`src/logic/eth_frame_pkg.sv`:
```
package eth_frame_pkg;

  // Basic widths
  localparam int BYTE_W = 8;
  localparam int WORD_W = 32;                      // Buffer word, four bytes
  localparam int LEN_W  = 11;                      // Frame length in bytes, up to 2047
  localparam int ADDR_W = 9;                       // Buffer word address

  // Preamble and start of frame delimiter
  localparam int PREAMBLE_BYTES = 7;
  localparam logic [BYTE_W-1:0] PREAMBLE_BYTE = 8'h55;
  localparam logic [BYTE_W-1:0] SFD_BYTE      = 8'hD5;

  // Frame check sequence, IEEE 802.3 CRC-32 in reflected form
  localparam int FCS_W = 32;
  localparam logic [FCS_W-1:0] CRC_POLY = 32'hEDB8_8320;
  localparam logic [FCS_W-1:0] CRC_INIT = '1;

  // Idle tail after the FCS, two bit times of high line
  localparam int TAIL_CYCLES = 4;

  // Normal link pulse
  localparam int LINK_PULSE_CYCLES = 2;            // High cycles per pulse
  localparam int LINK_PULSE_CNT_W  = $clog2(LINK_PULSE_CYCLES + 1);

endpackage

```
`src/logic/tx_path_pkg.sv`:
```
package tx_path_pkg;

  import eth_frame_pkg::*;

  // Serializer bit counter covers the whole preamble with SFD
  localparam int PREAMBLE_BITS = (PREAMBLE_BYTES + 1) * BYTE_W;
  localparam int SFD_FIRST_BIT = PREAMBLE_BYTES * BYTE_W;
  localparam int BIT_CNT_W     = $clog2(PREAMBLE_BITS);

  // Byte lane index inside a buffer word
  localparam int LANE_W = $clog2(WORD_W / BYTE_W);

  // Payload byte from frame_fetch
  typedef struct packed {
    logic [BYTE_W-1:0] data;
    logic              last;                       // Final byte of the frame
  } tx_byte_t;

  // Half-bit symbol from tx_serializer to manchester_line
  typedef struct packed {
    logic active;                                  // Frame bit on the line
    logic bit_val;
    logic half;                                    // 0 first half, 1 second half
    logic tail;                                    // Idle tail level
  } line_sym_t;

  // Completion status, pulses for one cycle
  typedef struct packed {
    logic done;
    logic aborted;
  } tx_status_t;

  // Serializer FSM
  typedef enum logic [2:0] {
    IDLE,
    PREAMBLE,
    PAYLOAD,
    FCS,
    TAIL
  } tx_state_e;

endpackage

```
`src/logic/frame_fetch.sv`:
```
`timescale 1ns/100ps

module frame_fetch
  import eth_frame_pkg::*;
  import tx_path_pkg::*;
(
  input  logic              CLK,
  input  logic              RST,
  input  logic              start,
  input  logic [LEN_W-1:0]  frame_len,
  input  logic              byte_take,
  output logic              rd_en,
  output logic [ADDR_W-1:0] rd_addr,
  input  logic [WORD_W-1:0] rd_data,
  output tx_byte_t          cur_byte
);

  localparam logic [LANE_W-1:0] LAST_LANE = LANE_W'(WORD_W / BYTE_W - 1);

  logic [WORD_W-1:0] word_q;
  logic [LANE_W-1:0] lane;
  logic [LEN_W-1:0]  remain;                       // Bytes not yet taken
  logic              rd_pend;                      // Buffer answers this cycle

  always_ff @(posedge CLK)
  begin
    if (!RST)
    begin
      rd_en   <= 1'b0;
      rd_addr <= '0;
      rd_pend <= 1'b0;
      lane    <= '0;
      remain  <= '0;
    end
    else
    begin
      rd_en   <= 1'b0;
      rd_pend <= rd_en;

      if (start)
      begin
        rd_en   <= 1'b1;                           // First word of the frame
        rd_addr <= '0;
        lane    <= '0;
        remain  <= frame_len;
      end
      else if (byte_take)
      begin
        lane   <= lane + 1'b1;
        remain <= remain - 1'b1;
        // Word used up, fetch the next one if bytes are left
        if (lane == LAST_LANE && remain > LEN_W'(1))
        begin
          rd_en   <= 1'b1;
          rd_addr <= rd_addr + 1'b1;
        end
      end
    end
  end

  // Word register
  always_ff @(posedge CLK)
  begin
    if (rd_pend)
      word_q <= rd_data;
  end

  // Lane 0 is the top byte of the word
  always_comb
  begin
    cur_byte.data = word_q[(WORD_W - BYTE_W) - BYTE_W * int'(lane) +: BYTE_W];
    cur_byte.last = (remain == LEN_W'(1));
  end

endmodule

```
`src/logic/crc32_serial.sv`:
```
`timescale 1ns/100ps

module crc32_serial
  import eth_frame_pkg::*;
  import tx_path_pkg::*;
(
  input  logic             CLK,
  input  logic             RST,
  input  logic             start,
  input  logic             byte_take,
  input  tx_byte_t         cur_byte,
  output logic [FCS_W-1:0] fcs
);

  logic [FCS_W-1:0]  crc_q;
  logic [BYTE_W-1:0] data_sh;
  logic [2:0]        step;
  logic              running;
  logic              fb;

  assign fb  = crc_q[0] ^ data_sh[0];              // Feedback bit, LSB first
  assign fcs = ~crc_q;

  always_ff @(posedge CLK)
  begin
    if (!RST)
    begin
      running <= 1'b0;
      step    <= '0;
    end
    else if (start)
    begin
      running <= 1'b0;
      step    <= '0;
    end
    else if (byte_take)
    begin
      running <= 1'b1;
      step    <= '0;
    end
    else if (running)
    begin
      step <= step + 1'b1;
      if (step == 3'd7)
        running <= 1'b0;                           // Eight bits absorbed
    end
  end

  always_ff @(posedge CLK)
  begin
    if (start)
      crc_q <= CRC_INIT;
    else if (byte_take)
      data_sh <= cur_byte.data;
    else if (running)
    begin
      crc_q   <= (crc_q >> 1) ^ (fb ? CRC_POLY : '0);
      data_sh <= data_sh >> 1;
    end
  end

endmodule

```
`src/logic/tx_serializer.sv`:
```
`timescale 1ns/100ps

module tx_serializer
  import eth_frame_pkg::*;
  import tx_path_pkg::*;
(
  input  logic             CLK,
  input  logic             RST,
  input  logic             start,
  input  logic             abort,
  input  tx_byte_t         cur_byte,
  input  logic [FCS_W-1:0] fcs,
  output logic             byte_take,
  output line_sym_t        sym,
  output logic             busy,
  output tx_status_t       status
);

  tx_state_e              state;
  logic                   half;
  logic [BIT_CNT_W-1:0]   bit_cnt;
  logic [FCS_W-1:0]       shreg;                   // Bit 0 goes out next
  logic                   last_q;                  // Byte in shreg is the last one
  logic                   abort_q;
  logic                   byte_end;
  logic                   take_now;

  assign byte_end = half && (bit_cnt[2:0] == 3'(BYTE_W - 1));

  // Next payload byte is needed after the SFD and after every non-last byte
  assign take_now = half &&
                    ((state == PREAMBLE && bit_cnt == BIT_CNT_W'(PREAMBLE_BITS - 1)) ||
                     (state == PAYLOAD && byte_end && !last_q));

  always_ff @(posedge CLK)
  begin
    if (!RST)
    begin
      state     <= IDLE;
      half      <= 1'b0;
      bit_cnt   <= '0;
      last_q    <= 1'b0;
      abort_q   <= 1'b0;
      byte_take <= 1'b0;
      sym       <= '0;
      busy      <= 1'b0;
      status    <= '0;
    end
    else
    begin
      byte_take <= 1'b0;
      status    <= '0;

      if (abort && state != IDLE)
      begin
        state   <= IDLE;                           // Drop the frame without a tail
        sym     <= '0;
        abort_q <= 1'b1;
      end
      else
      begin
        case (state)
          IDLE:
          begin
            sym <= '0;
            if (abort_q)
            begin
              abort_q <= 1'b0;
              busy    <= 1'b0;
              status  <= '{done: 1'b1, aborted: 1'b1};
            end
            else if (start && !busy)
            begin
              state   <= PREAMBLE;
              half    <= 1'b0;
              bit_cnt <= '0;
              shreg   <= FCS_W'(PREAMBLE_BYTE);
              busy    <= 1'b1;
            end
          end

          TAIL:
          begin
            // High for TAIL_CYCLES then one low cycle before done
            sym <= '{active: 1'b0, bit_val: 1'b0, half: 1'b0,
                     tail: (bit_cnt < BIT_CNT_W'(TAIL_CYCLES))};
            if (bit_cnt == BIT_CNT_W'(TAIL_CYCLES + 1))
            begin
              state  <= IDLE;
              busy   <= 1'b0;
              status <= '{done: 1'b1, aborted: 1'b0};
            end
            else
              bit_cnt <= bit_cnt + 1'b1;
          end

          default:
          begin
            sym  <= '{active: 1'b1, bit_val: shreg[0], half: half, tail: 1'b0};
            half <= ~half;
            if (half)
            begin
              bit_cnt <= bit_cnt + 1'b1;
              shreg   <= shreg >> 1;
              if (take_now)
              begin
                state     <= PAYLOAD;
                shreg     <= FCS_W'(cur_byte.data);
                last_q    <= cur_byte.last;
                bit_cnt   <= '0;
                byte_take <= 1'b1;
              end
              else if (state == PREAMBLE && byte_end)
              begin
                // Reload the preamble byte until the SFD
                if (bit_cnt == BIT_CNT_W'(SFD_FIRST_BIT - 1))
                  shreg <= FCS_W'(SFD_BYTE);
                else
                  shreg <= FCS_W'(PREAMBLE_BYTE);
              end
              else if (state == PAYLOAD && byte_end)
              begin
                state   <= FCS;                    // Last byte sent
                shreg   <= fcs;
                bit_cnt <= '0;
              end
              else if (state == FCS && bit_cnt == BIT_CNT_W'(FCS_W - 1))
              begin
                state   <= TAIL;
                bit_cnt <= '0;
              end
            end
          end
        endcase
      end
    end
  end

endmodule

```
`src/logic/manchester_line.sv`:
```
`timescale 1ns/100ps

module manchester_line
  import eth_frame_pkg::*;
  import tx_path_pkg::*;
(
  input  logic      CLK,
  input  logic      RST,
  input  line_sym_t sym,
  input  logic      link_pulse,
  output logic      line
);

  logic [LINK_PULSE_CNT_W-1:0] pulse_cnt;         // High cycles still owed

  always_ff @(posedge CLK)
  begin
    if (!RST)
    begin
      line      <= 1'b0;
      pulse_cnt <= '0;
    end
    else if (sym.active)
    begin
      // Complement first, true bit second
      line      <= sym.half ? sym.bit_val : ~sym.bit_val;
      pulse_cnt <= '0;
    end
    else if (sym.tail)
    begin
      line      <= 1'b1;
      pulse_cnt <= '0;
    end
    else if (link_pulse)
    begin
      line      <= 1'b1;
      pulse_cnt <= LINK_PULSE_CNT_W'(LINK_PULSE_CYCLES - 1);
    end
    else if (pulse_cnt != '0)
    begin
      line      <= 1'b1;                           // Stretch the pulse
      pulse_cnt <= pulse_cnt - 1'b1;
    end
    else
      line <= 1'b0;
  end

endmodule

```
`src/logic/eth_tx_top.sv`:
```
`timescale 1ns/100ps

module eth_tx_top
  import eth_frame_pkg::*;
  import tx_path_pkg::*;
(
  input  logic              CLK,
  input  logic              RST,
  input  logic              start,
  input  logic [LEN_W-1:0]  frame_len,
  input  logic              abort,
  input  logic              link_pulse,
  output logic              rd_en,
  output logic [ADDR_W-1:0] rd_addr,
  input  logic [WORD_W-1:0] rd_data,
  output logic              line,
  output logic              busy,
  output tx_status_t        status
);

  tx_byte_t         cur_byte;
  logic             byte_take;
  logic [FCS_W-1:0] fcs;
  line_sym_t        sym;

  frame_fetch u_fetch (
    .CLK       (CLK),
    .RST       (RST),
    .start     (start),
    .frame_len (frame_len),
    .byte_take (byte_take),
    .rd_en     (rd_en),
    .rd_addr   (rd_addr),
    .rd_data   (rd_data),
    .cur_byte  (cur_byte)
  );

  crc32_serial u_crc (
    .CLK       (CLK),
    .RST       (RST),
    .start     (start),
    .byte_take (byte_take),
    .cur_byte  (cur_byte),
    .fcs       (fcs)
  );

  tx_serializer u_ser (
    .CLK       (CLK),
    .RST       (RST),
    .start     (start),
    .abort     (abort),
    .cur_byte  (cur_byte),
    .fcs       (fcs),
    .byte_take (byte_take),
    .sym       (sym),
    .busy      (busy),
    .status    (status)
  );

  manchester_line u_line (
    .CLK        (CLK),
    .RST        (RST),
    .sym        (sym),
    .link_pulse (link_pulse),
    .line       (line)
  );

endmodule

```
`config.mk`:
```
export PLATFORM = sky130hd
export DESIGN_NAME = eth_tx_top
export DESIGN_NICKNAME = d
export VERILOG_FILES = /design/src/logic/eth_frame_pkg.sv /design/src/logic/tx_path_pkg.sv /design/src/logic/frame_fetch.sv /design/src/logic/crc32_serial.sv /design/src/logic/tx_serializer.sv /design/src/logic/manchester_line.sv /design/src/logic/eth_tx_top.sv
export SDC_FILE = /design/constraint.sdc
export NUM_CORES = 1
export LEC_CHECK = 0
export ABC_AREA = 0
export BUFFER_PORTS_ARGS = -buffer_cell sky130_fd_sc_hd__buf_2
export CAP_MARGIN = 15
export CORE_UTILIZATION = 35
export DETAILED_ROUTE_END_ITERATION = 6
export PLACE_DENSITY = 0.62
export SETUP_SLACK_MARGIN = 0.1
export SYNTH_ARGS = -nofsm -noshare
export SYNTH_HDL_FRONTEND = slang
export SYNTH_SLANG_ARGS = --single-unit
export TNS_END_PERCENT = 10
```
`constraint.sdc`:
```
create_clock -name CLK -period 6.29 [get_ports CLK]
set_input_delay 1.258 -clock CLK [delete_from_list [all_inputs] [get_ports CLK]]
set_output_delay 1.258 -clock CLK [all_outputs]
set_load 0.01 [all_outputs]
```
Word level (Yosys, flattened, before mapping)
Index checks and enable logic that the tools add are counted.
{"block": "classes", "n_addsub": 7, "order_cmp": 2, "n_eq_ne": 18, "shifts": 1, "mux": 58, "bitwise_logic": 11, "reduce_logical": 40}
{"cell": "two-way mux 32 bit", "count": 7}
{"cell": "case mux 32 bit (2 select lines)", "count": 1}
{"cell": "two-way mux 6 bit", "count": 8}
{"cell": "inverter 32 bit", "count": 1}
{"cell": "variable part select 32 x 32 -> 8 bit", "count": 1}
{"cell": "XOR 31 x 32 -> 32 bit", "count": 1}
{"cell": "two-way mux 3 bit", "count": 8}
{"cell": "two-way mux 8 bit", "count": 3}
{"cell": "two-way mux 11 bit", "count": 2}
{"cell": "two-way mux 1 bit", "count": 21}
{"cell": "nonzero test 2 bit", "count": 7}
{"cell": "equality test 6 bit (second input constant)", "count": 2}
{"cell": "case mux 6 bit (2 select lines)", "count": 1}
{"cell": "AND reduction 4 bit", "count": 3}
{"cell": "AND reduction 6 bit", "count": 2}
{"cell": "equality test 11 x 1 -> 1 bit (second input constant)", "count": 1}
{"cell": "greater-than comparator 11 x 1 -> 1 bit (second input constant)", "count": 1}
{"cell": "subtractor 11 x 1 -> 11 bit (second input constant)", "count": 1}
{"cell": "logical AND 1 bit", "count": 10}
{"cell": "adder 9 x 1 -> 9 bit (second input constant)", "count": 1}
{"cell": "equality test 3 bit (second input constant)", "count": 3}
{"cell": "inverter 1 bit", "count": 8}
{"cell": "case mux 4 bit (2 select lines)", "count": 1}
{"cell": "adder 6 x 1 -> 6 bit (second input constant)", "count": 1}
{"cell": "other kinds (30)", "count": 42}
{"block": "totals", "ff_bits": 155, "in_bits": 48, "output_inout_bits": 14, "word_cells": 164}

Longest topological paths before layout
Gate-level depths: netlist of the first run.
{"block": "logic_depth", "depth_word": 9, "mapped_depth": 9, "ltp_nobuf": 7}

By module
From an unflattened synthesis of the first run, not the netlist that was laid out.
{"block": "hier_totals", "cells_unflattened": 660, "hier_area_um2": 7010.5}
{"mod": "tx_serializer", "instances": 1, "cells_per_inst": 273, "area_per_inst_um2": 2591.2, "seq_area_each_um2": 1361.3}
{"mod": "frame_fetch", "instances": 1, "cells_per_inst": 180, "area_per_inst_um2": 2383.5, "seq_area_each_um2": 1441.4}
{"mod": "crc32_serial", "instances": 1, "cells_per_inst": 191, "area_per_inst_um2": 1876.8, "seq_area_each_um2": 960.9}
{"mod": "manchester_line", "instances": 1, "cells_per_inst": 16, "area_per_inst_um2": 158.9, "seq_area_each_um2": 60.1}

Worst setup path before layout of the first run
OpenSTA, ideal clock, no wires.
{"block": "synth_path", "path_kind": "in2reg", "startpoint": "in start", "endpoint": "reg u_ser.shreg[0], enable pin", "setup_ps": 461, "t_arrival_ps": 3938, "required_ps": 5829, "path_slack_ps": 1891, "path_stages": 4, "path_buffers": 0, "path_cell_list": "inv_1 -> o31ai_2 -> nand2_1 -> nor3_1"}
{"block": "synth_via", "elab_chain_len": 3}
{"item": "from (decl)", "line_no": "eth_tx_top.sv:9", "text": "input logic start,"}
{"item": "logical AND 1 bit", "line_no": "tx_serializer.sv:72", "text": "else if (start && !busy)"}
{"item": "!= test 2 x 1 -> 1 bit (no source line)"}
{"item": "AND reduction 6 bit (no source line)"}
{"item": "to (signal assigned)", "line_no": "tx_serializer.sv:77", "text": "shreg <= FCS_W'(PREAMBLE_BYTE);"}
{"item": "to (signal assigned)", "line_no": "tx_serializer.sv:104", "text": "shreg <= shreg >> 1;"}
{"item": "to (signal assigned)", "line_no": "tx_serializer.sv:108", "text": "shreg <= FCS_W'(cur_byte.data);"}
{"item": "to (decl)", "line_no": "tx_serializer.sv:22", "text": "logic [FCS_W-1:0] shreg;"}
No other way between the ends.
A chain may end at the register's enable or synchronous reset.

Worst setup path in the final report of the first run
{"block": "layout_path", "startpoint": "reg u_ser.bit_cnt[0]", "endpoint": "reg u_ser.shreg[7], data pin"}
{"block": "layout_via", "elab_chain_len": 9, "word_cells_on_any_way": 16, "cone_classes": "3 x eq/ne; 6 x mux; 7 x reduce/logical"}
{"item": "from (decl)", "line_no": "tx_serializer.sv:21", "text": "logic [BIT_CNT_W-1:0] bit_cnt;"}
{"item": "from (signal assigned)", "line_no": "tx_serializer.sv:94", "text": "bit_cnt <= bit_cnt + 1'b1;"}
{"item": "from (signal assigned)", "line_no": "tx_serializer.sv:103", "text": "bit_cnt <= bit_cnt + 1'b1;"}
{"item": "equality test 3 bit", "line_no": "tx_serializer.sv:28", "text": "assign byte_end = half && (bit_cnt[2:0] == 3'(BYTE_W - 1));"}
{"item": "logical AND 1 bit", "line_no": "tx_serializer.sv:28"}
{"item": "logical AND 1 bit", "line_no": "tx_serializer.sv:33, tx_serializer.sv:121"}
{"item": "logical AND 1 bit", "line_no": "tx_serializer.sv:33", "text": "(state == PAYLOAD && byte_end && !last_q));"}
{"item": "logical OR 1 bit", "line_no": "tx_serializer.sv:32", "text": "((state == PREAMBLE && bit_cnt == BIT_CNT_W'(PREAMBLE_BITS - 1)) ||"}
{"item": "logical AND 1 bit", "line_no": "tx_serializer.sv:31", "text": "assign take_now = half &&"}
{"item": "two-way mux 32 bit *", "line_no": "tx_serializer.sv:105", "text": "if (take_now)"}
{"item": "two-way mux 32 bit *", "line_no": "tx_serializer.sv:101", "text": "if (half)"}
{"item": "case mux 32 bit (2 select lines) *", "line_no": "tx_serializer.sv:62", "text": "case (state)"}
{"item": "to (signal assigned)", "line_no": "tx_serializer.sv:104"}
{"item": "to (signal assigned)", "line_no": "tx_serializer.sv:108"}
{"item": "to (signal assigned)", "line_no": "tx_serializer.sv:117", "text": "shreg <= FCS_W'(SFD_BYTE);"}
Mark *: on every way between the ends. The rest lies on a longest branch, timed or not. The select of a mux whose other input is x is not followed.

==> results of run 1 <==
==> logic make-up (layout without fill, tap and decap cells) <==
logic type | after synthesis | after routing | synth area share
fa+ha+maj | 10 | 10 | 0.0186
buf+inv | 53 | 112 | 0.0338
xor+xnor | 33 | 33 | 0.0429
flops | 155 | 155 | 0.568
simple gates | 266 | 266 | 0.185
mux | 24 | 24 | 0.0524
compound gates | 107 | 107 | 0.0998
==> critical path: cells and delay by family, from the launching register on <==
kind	cells	cell delay, ns
compound gates	2	0.93
flops	1	0.35
simple gates	3	0.91
fa+ha+maj	2	0.53
==> placed cells by master, fill, tap and decap left out, drive strengths merged, types with 3 or more instances in the layout <==
| cell type | count |
|---|---|
| mux2 | 10 |
| or3 | 13 |
| xnor2 | 22 |
| buf | 67 |
| o211ai | 15 |
| nand4 | 6 |
| nor2 | 86 |
| ha | 10 |
| dfxtp | 83 |
| nand2 | 86 |
| edfxtp | 72 |
| and3 | 3 |
| o21ai | 13 |
| and2 | 5 |
| or2 | 3 |
| clkbuf | 19 |
| mux4 | 8 |
| a31oi | 6 |
| nand3 | 28 |
| xor2 | 11 |
| clkinvlp | 6 |
| a21oi | 51 |
| nor3 | 13 |
| mux2i | 6 |
| nand3b | 4 |
| nor4 | 6 |
| inv | 16 |
| or4 | 4 |
| a211oi | 4 |
==> power breakdown <==
| group | switching (mW) | internal [mW] | leakage, nW |
|---|---|---|---|
| Combinational | 0.205 | 0.119 | 1.29 |
| Clock | 0.402 | 0.585 | 0.260 |
| Sequential | 0.0404 | 1.16 | 1.34 |
| Total | 0.647 | 1.87 | 2.89 |
==> area by class of cell <==
class	instances	share of cell area
clock buffers	19	0.0556
clock inverters	13	0.0182
inverters	13	0.00627
multi-input cells	440	0.346
flip-flops and latches	155	0.491
well taps	234	0.0376
repair buffers	67	0.0450
==> through the flow <==
stage               instances   util  hold slack (ns)
CTS                       941  0.415            0.485
detailed placement        909  0.384            0.470
global placement          909  0.384            0.462
global route              941  0.415            0.497
finish                    941  0.415            0.478
floorplan                 648      -            0.420
==> metal layers <==
| layer | track usage | up-vias | routed length (um) |
|---|---|---|---|
| met3 | 0.0357 | 18 | 515 |
| met4 | 0.0669 | 0 | 246 |
| met1 | 0.173 | 2174 | 5990 |
| met2 | 0.205 | 91 | 5850 |
| met5 | 0 | - | 0 |
| li1 | - | 2391 | - |
==> worst min-delay path by stage <==
stage	start	to	slack [ns]	cells past startpoint
finish	u_ser.shreg[0]$_SDFFCE_PP1P_	u_ser.sym[2]$_SDFF_PP0_	0.48	1
detailed placement	u_ser.shreg[0]$_SDFFCE_PP1P_	u_ser.sym[2]$_SDFF_PP0_	0.47	1
floorplan	u_ser.shreg[0]$_SDFFCE_PP1P_	u_ser.sym[2]$_SDFF_PP0_	0.42	1
global route	u_ser.shreg[0]$_SDFFCE_PP1P_	u_ser.sym[2]$_SDFF_PP0_	0.50	1
global placement	u_ser.shreg[0]$_SDFFCE_PP1P_	u_ser.sym[2]$_SDFF_PP0_	0.46	1
CTS	u_crc.crc_q[29]$_SDFFE_PP1P_	u_crc.crc_q[28]$_SDFFE_PP1P_	0.48	2
==> state kept, by name (all words and copies together), names as in the netlist, 3 cells and up <==
signal and cells:
u_fetch.remain 11, u_crc.crc_q 32, u_ser.bit_cnt 6, u_ser.state 3
u_ser.shreg 32, u_fetch.rd_addr 9, u_crc.step 3, u_fetch.word_q 32
u_crc.data_sh 8, u_ser.sym 4
==> results.sh, run 1 <==
export IMPL_rr_endpoint="u_ser.shreg[7]$_SDFFCE_PP0P_"
export IMPL_ys_seq_elements=155
export IMPL_synth_edf_count=72
export IMPL_p_leak_nw=2.89
export IMPL_synth_top_area_cell="edfxtp_1"
export IMPL_overflow=0
export IMPL_grt_first_pass_wirelength_mm=20.7
export IMPL_post_cts_buffers=0
export IMPL_reg2regPathDepth=7
export IMPL_cts_buffers=17
export IMPL_worstPathRequired_ns=6.51
export IMPL_tightest_slew_ns=1.06
export IMPL_synth_area_top_cells="edfxtp_1, dfxtp_1, nand2_1"
export IMPL_hold_path_class="flip-flop to flip-flop"
export IMPL_crit_path_max_incr_delay_ns=0.70
export IMPL_ir_drop_mv=0.212
export IMPL_max_cap_violations=0
export IMPL_startpoint="u_ser.bit_cnt[0]$_SDFFE_PN0P_"
export IMPL_pre_cts_ws_ns=3.25
export IMPL_async_flop_share=0
export IMPL_path_class="flip-flop to flip-flop"
export IMPL_crit_arrival_ns=3.14
export IMPL_io_pins=62
export IMPL_clk_pin_slew_ns=0.06
export IMPL_netlist_area_um2=6740
export IMPL_synthFlopType="dfxtp_1"
export IMPL_clockBufferDepth=2
export IMPL_path_max_fanout=24
export IMPL_layout_nets=752
export IMPL_rsz0062_at_grt="false"
export IMPL_antenna_found_initial=0
export IMPL_dieArea_um2=19800
export IMPL_final_area_um2=7780
export IMPL_root_buffer="clkbuf_16"
export IMPL_drc=0
export IMPL_total_power_mw=2.51
export IMPL_syn_nets=706
export IMPL_finalHoldViolCount=0
export IMPL_crit_path_start_kind="flip-flop"
export IMPL_layout_setup_ws_ns=3.38
export IMPL_grt_pass1_vias=4228
export IMPL_finalSetupTns_ns=0
export IMPL_r2r_slack_ns=3.38
export IMPL_critical_path_slowest_cell="nand2_1"
export IMPL_start_util=0.359
export IMPL_placementRows=50
export IMPL_regArea_um2=3820
export IMPL_postCtsResizedCells=0
export IMPL_synth_distinct_cells=58
export IMPL_drtPass1Iterations=4
export IMPL_clock_skew_ns=0.00611
export IMPL_max_clock_freq_mhz=343
export IMPL_drtIter0Drc=307
export IMPL_wl_per_cell_um=13.4
export IMPL_critPathMostFrequentCell="ha_1"
export IMPL_hold_buffers=0
export IMPL_synth_area_per_cell_um2=10.4
export IMPL_die_width_um=141
export IMPL_multi_input_comb_area_um2=2690
export IMPL_portBuffers=61
export IMPL_cp_end_kind="flip-flop"
export IMPL_yosysSeqAreaShare=0.568
export IMPL_grt_max_degree=63
export IMPL_via_per_inst=4.97
export IMPL_syn2layout_area_growth_pct=15.5
export IMPL_vias=4674
export IMPL_routabilityCongestion=0.782
export IMPL_wl_mm=12.6
export IMPL_grt_usage=0.133
export IMPL_min_period_ns=2.91
export IMPL_n_antenna_cell=0
export IMPL_path_cells="ha_1, ha_1, nand4bb_4, nor3_1, o21ai_2, nand2_1, o221ai_1"
export IMPL_setup_viol=0
export IMPL_synth_cells=648
export IMPL_synth_commonest_cells="nand2_1, nor2_1, dfxtp_1"
export IMPL_final_period_utilization=0.463
export IMPL_yosysTopAreaCellShare=0.321
export IMPL_clk_insertion_delay_late_ns=0.42
export IMPL_drive_gt1_frac=0.178
export IMPL_outcome="finished, final reports clean"
export IMPL_slew_limit_headroom=0.295
export IMPL_nFillCells=1808
export IMPL_cts_tree="done"
export IMPL_fp_dieH_um=141
export IMPL_crit_end="u_ser.shreg[7]$_SDFFCE_PP0P_"
export IMPL_placed_area_um2=7210
export IMPL_reg2reg_from="u_ser.bit_cnt[0]$_SDFFE_PN0P_"
export IMPL_power_density_nw_per_um2=323
export IMPL_finalMaxSlewViolations=0
export IMPL_htree_levels=4
export IMPL_coreArea_um2=18800
export IMPL_detail_route_antenna_nets=0
export IMPL_yosys_warnings=0
export IMPL_clock_sinks=155
export IMPL_detailed_place_hpwl_mm=8.18
Note: power is estimated with default switching activity, not from simulation.
==> run 2: changes to the inputs <==
--- a/config.mk
+++ b/config.mk
@@ -10,7 +10,7 @@
 export CAP_MARGIN = 15
 export CORE_UTILIZATION = 35
 export DETAILED_ROUTE_END_ITERATION = 6
-export PLACE_DENSITY = 0.62
+export PLACE_DENSITY = 0.64
 export SETUP_SLACK_MARGIN = 0.1
 export SYNTH_ARGS = -nofsm -noshare
 export SYNTH_HDL_FRONTEND = slang
==> constraint.sdc (replaced) <==
create_clock -name CLK -period 2.4 [get_ports CLK]
set_input_delay 0.48 -clock CLK [delete_from_list [all_inputs] [get_ports CLK]]
set_output_delay 0.48 -clock CLK [all_outputs]
set_load 0.01 [all_outputs]
==> run 2 against run 1 <==
Clock skew rose by 0.0017 ns. First-iteration DRC count increased by 19%. Clock power grew to 2.7 times the previous value. Largest power group unchanged. Register-to-register slack lost 3.1 ns. Critical path depth rose by 1. Setup slack lost 3.1 ns. Critical path type unchanged. Maximum frequency is 35% higher. Highest routed layer unchanged. Wire length increased by 1.7%. Utilization grew 0.79 points. Cell count rose by 1.6%. Total power rose to 2.7 times the previous value. Largest cell class unchanged. Sequential share of layout area is 0.92 points lower.
==> results.sh, run 2 (synthesis gave the netlist of run 1 again) <==
export IMPL_outcome="finished, final reports clean"
export IMPL_rsz0062_at_grt="true"
export IMPL_final_area_um2=7930
export IMPL_via_per_inst=4.93
export IMPL_max_cap_violations=0
export IMPL_die_width_um=141
export IMPL_nFillCells=1793
export IMPL_detailed_place_hpwl_mm=8.46
export IMPL_drtIter0Drc=366
export IMPL_combPwrFrac=0.141
export IMPL_rr_endpoint="u_ser.shreg[7]$_SDFFCE_PP0P_"
export IMPL_clock_sinks=155
export IMPL_final_period_utilization=0.896
export IMPL_portBuffers=61
export IMPL_met1_length_mm=6.16
export IMPL_holdWs_ns=0.230
export IMPL_final_common_cell="nor2_1"
export IMPL_wl_mm=12.8
export IMPL_reg2reg_from="u_ser.bit_cnt[0]$_SDFFE_PN0P_"
export IMPL_wl_met2_mm=6.01
export IMPL_routabilityCongestion=0.782
export IMPL_start_util=0.359
export IMPL_top_layer="met4"
export IMPL_layout_setup_ws_ns=0.249
export IMPL_p_sw_frac=0.264
export IMPL_cp_end_kind="flip-flop"
export IMPL_pre_cts_ws_ns=0.171
export IMPL_cts_buffers=17
export IMPL_crit_arrival_ns=2.30
export IMPL_finalHoldViolCount=0
export IMPL_slew_limit_headroom=0.576
export IMPL_p_leak_nw=2.99
export IMPL_hold_path_class="input pin to flip-flop"
export IMPL_io_pins=62
export IMPL_clockBufferDepth=2
export IMPL_path_class="flip-flop to flip-flop"
export IMPL_antenna_found_initial=0
export IMPL_power_switching_mw=1.78
export IMPL_dieArea_um2=19800
export IMPL_vias=4716
export IMPL_reg2regPathDepth=8
export IMPL_overflow=0
export IMPL_finalMaxSlewViolations=0
export IMPL_min_from="rd_data[14]"
export IMPL_placed_cells=924
export IMPL_fin_cells=956
export IMPL_pwr_share_seq=0.469
export IMPL_total_power_mw=6.74
export IMPL_layout_nets=767
export IMPL_post_cts_buffers=0
export IMPL_grt_pass1_vias=4336
export IMPL_placementRows=50
export IMPL_hold_depth=1
export IMPL_n_antenna_cell=0
export IMPL_clk_pin_slew_ns=0.06
export IMPL_most_common_layout_cells="nor2_1, nand2_1, dfxtp_1, edfxtp_1, buf_2"
export IMPL_syn2layout_area_growth_pct=17.7
export IMPL_wl_per_cell_um=13.4
export IMPL_r2r_slack_ns=0.25
export IMPL_tightest_slew_ns=0.633
export IMPL_p_int_mw=4.96
export IMPL_clock_skew_ns=0.00780
export IMPL_holdPathEnd="u_fetch.word_q[14]$_DFFE_PP_"
export IMPL_htree_levels=4
export IMPL_clock_power_share=0.390
export IMPL_reg_top3="u_crc.crc_q x32, u_fetch.word_q x32, u_ser.shreg x32"
export IMPL_drc=0
export IMPL_min_period_ns=2.15
export IMPL_crit_path_start_kind="flip-flop"
export IMPL_drive_gt1_frac=0.198
export IMPL_path_max_fanout=12
export IMPL_power_density_nw_per_um2=850
export IMPL_ir_drop_mv=0.466
export IMPL_detail_route_antenna_nets=0
export IMPL_clk_insertion_delay_late_ns=0.42
export IMPL_grt_usage=0.136
export IMPL_setup_viol=0
export IMPL_grt_first_pass_wirelength_mm=21.2
export IMPL_placed_area_um2=7340
export IMPL_postCtsResizedCells=0
export IMPL_grt_max_degree=47
export IMPL_max_clock_freq_mhz=465
export IMPL_drtPass1Iterations=4
export IMPL_worstPathRequired_ns=2.55
export IMPL_hold_buffers=0
export IMPL_finalSetupTns_ns=0
export IMPL_fin_util=0.422
export IMPL_route_met3_wl_um=492
export IMPL_root_buffer="clkbuf_16"
export IMPL_coreArea_um2=18800
export IMPL_fp_dieH_um=141
export IMPL_cts_tree="done"
-- run 2: cell count changes in the layout (fill, tap and decap cells not counted), moves of 2 or more --
cell,before,now
buf_4,6,20
clkinv_4,1,3
clkinv_2,0,3
clkinvlp_4,5,2
-- run 2: worst max-delay path, cell delays in order (launching register included) --
cell,delay (ns)
dfxtp_1,0.39
ha_1,0.23
ha_1,0.26
nand2_1,0.07
a211oi_1,0.42
inv_1,0.11
nand2_1,0.11
buf_4,0.19
o221ai_1,0.12
-- run 2: power by group through the flow --
stage / Combinational [mW] / Clock [mW] / Sequential [mW]
2_1_floorplan: 0.690 / 0 / 3.17
3_3_place_gp: 0.945 / 0 / 3.21
3_5_place_dp: 0.949 / 0 / 3.21
4_1_cts: 0.949 / 2.68 / 3.16
5_1_grt: 1.05 / 2.79 / 3.18
6_report: 0.948 / 2.63 / 3.16
-- run 2: worst max path at each step --
stage | from | to | slack (ns) | depth (start not counted)
3_3_place_gp | u_ser.bit_cnt[0]$_SDFFE_PN0P_ | u_ser.shreg[19]$_SDFFCE_PP0P_ | 0.22 | 7
5_1_grt | u_ser.bit_cnt[0]$_SDFFE_PN0P_ | u_ser.shreg[7]$_SDFFCE_PP0P_ | 0.04 | 7
2_1_floorplan | u_ser.state[2]$_SDFFE_PP0P_ | u_ser.shreg[0]$_SDFFCE_PP1P_ | 0.13 | 5
3_5_place_dp | u_ser.bit_cnt[0]$_SDFFE_PN0P_ | u_ser.shreg[12]$_SDFFCE_PP0P_ | 0.17 | 7
4_1_cts | u_ser.bit_cnt[0]$_SDFFE_PN0P_ | u_ser.shreg[20]$_SDFFCE_PP0P_ | 0.16 | 7
6_report | u_ser.bit_cnt[0]$_SDFFE_PN0P_ | u_ser.shreg[7]$_SDFFCE_PP0P_ | 0.25 | 8
-- run 2: layer usage --
layer  vias up  track usage
li1       2422            -
met1      2201        0.176
met2        81        0.216
met3        12       0.0323
met4         0       0.0584
met5         -            0
-- run 2: layout make-up --
type / count / area, um2 / share of cell area
clock buffers: 19 / 433 / 0.0546
clock inverters: 13 / 143 / 0.0180
inverters: 13 / 48.8 / 0.00615
multi-input cells: 440 / 2710 / 0.342
flip-flops and latches: 155 / 3820 / 0.482
well taps: 234 / 293 / 0.0369
repair buffers: 82 / 475 / 0.0600
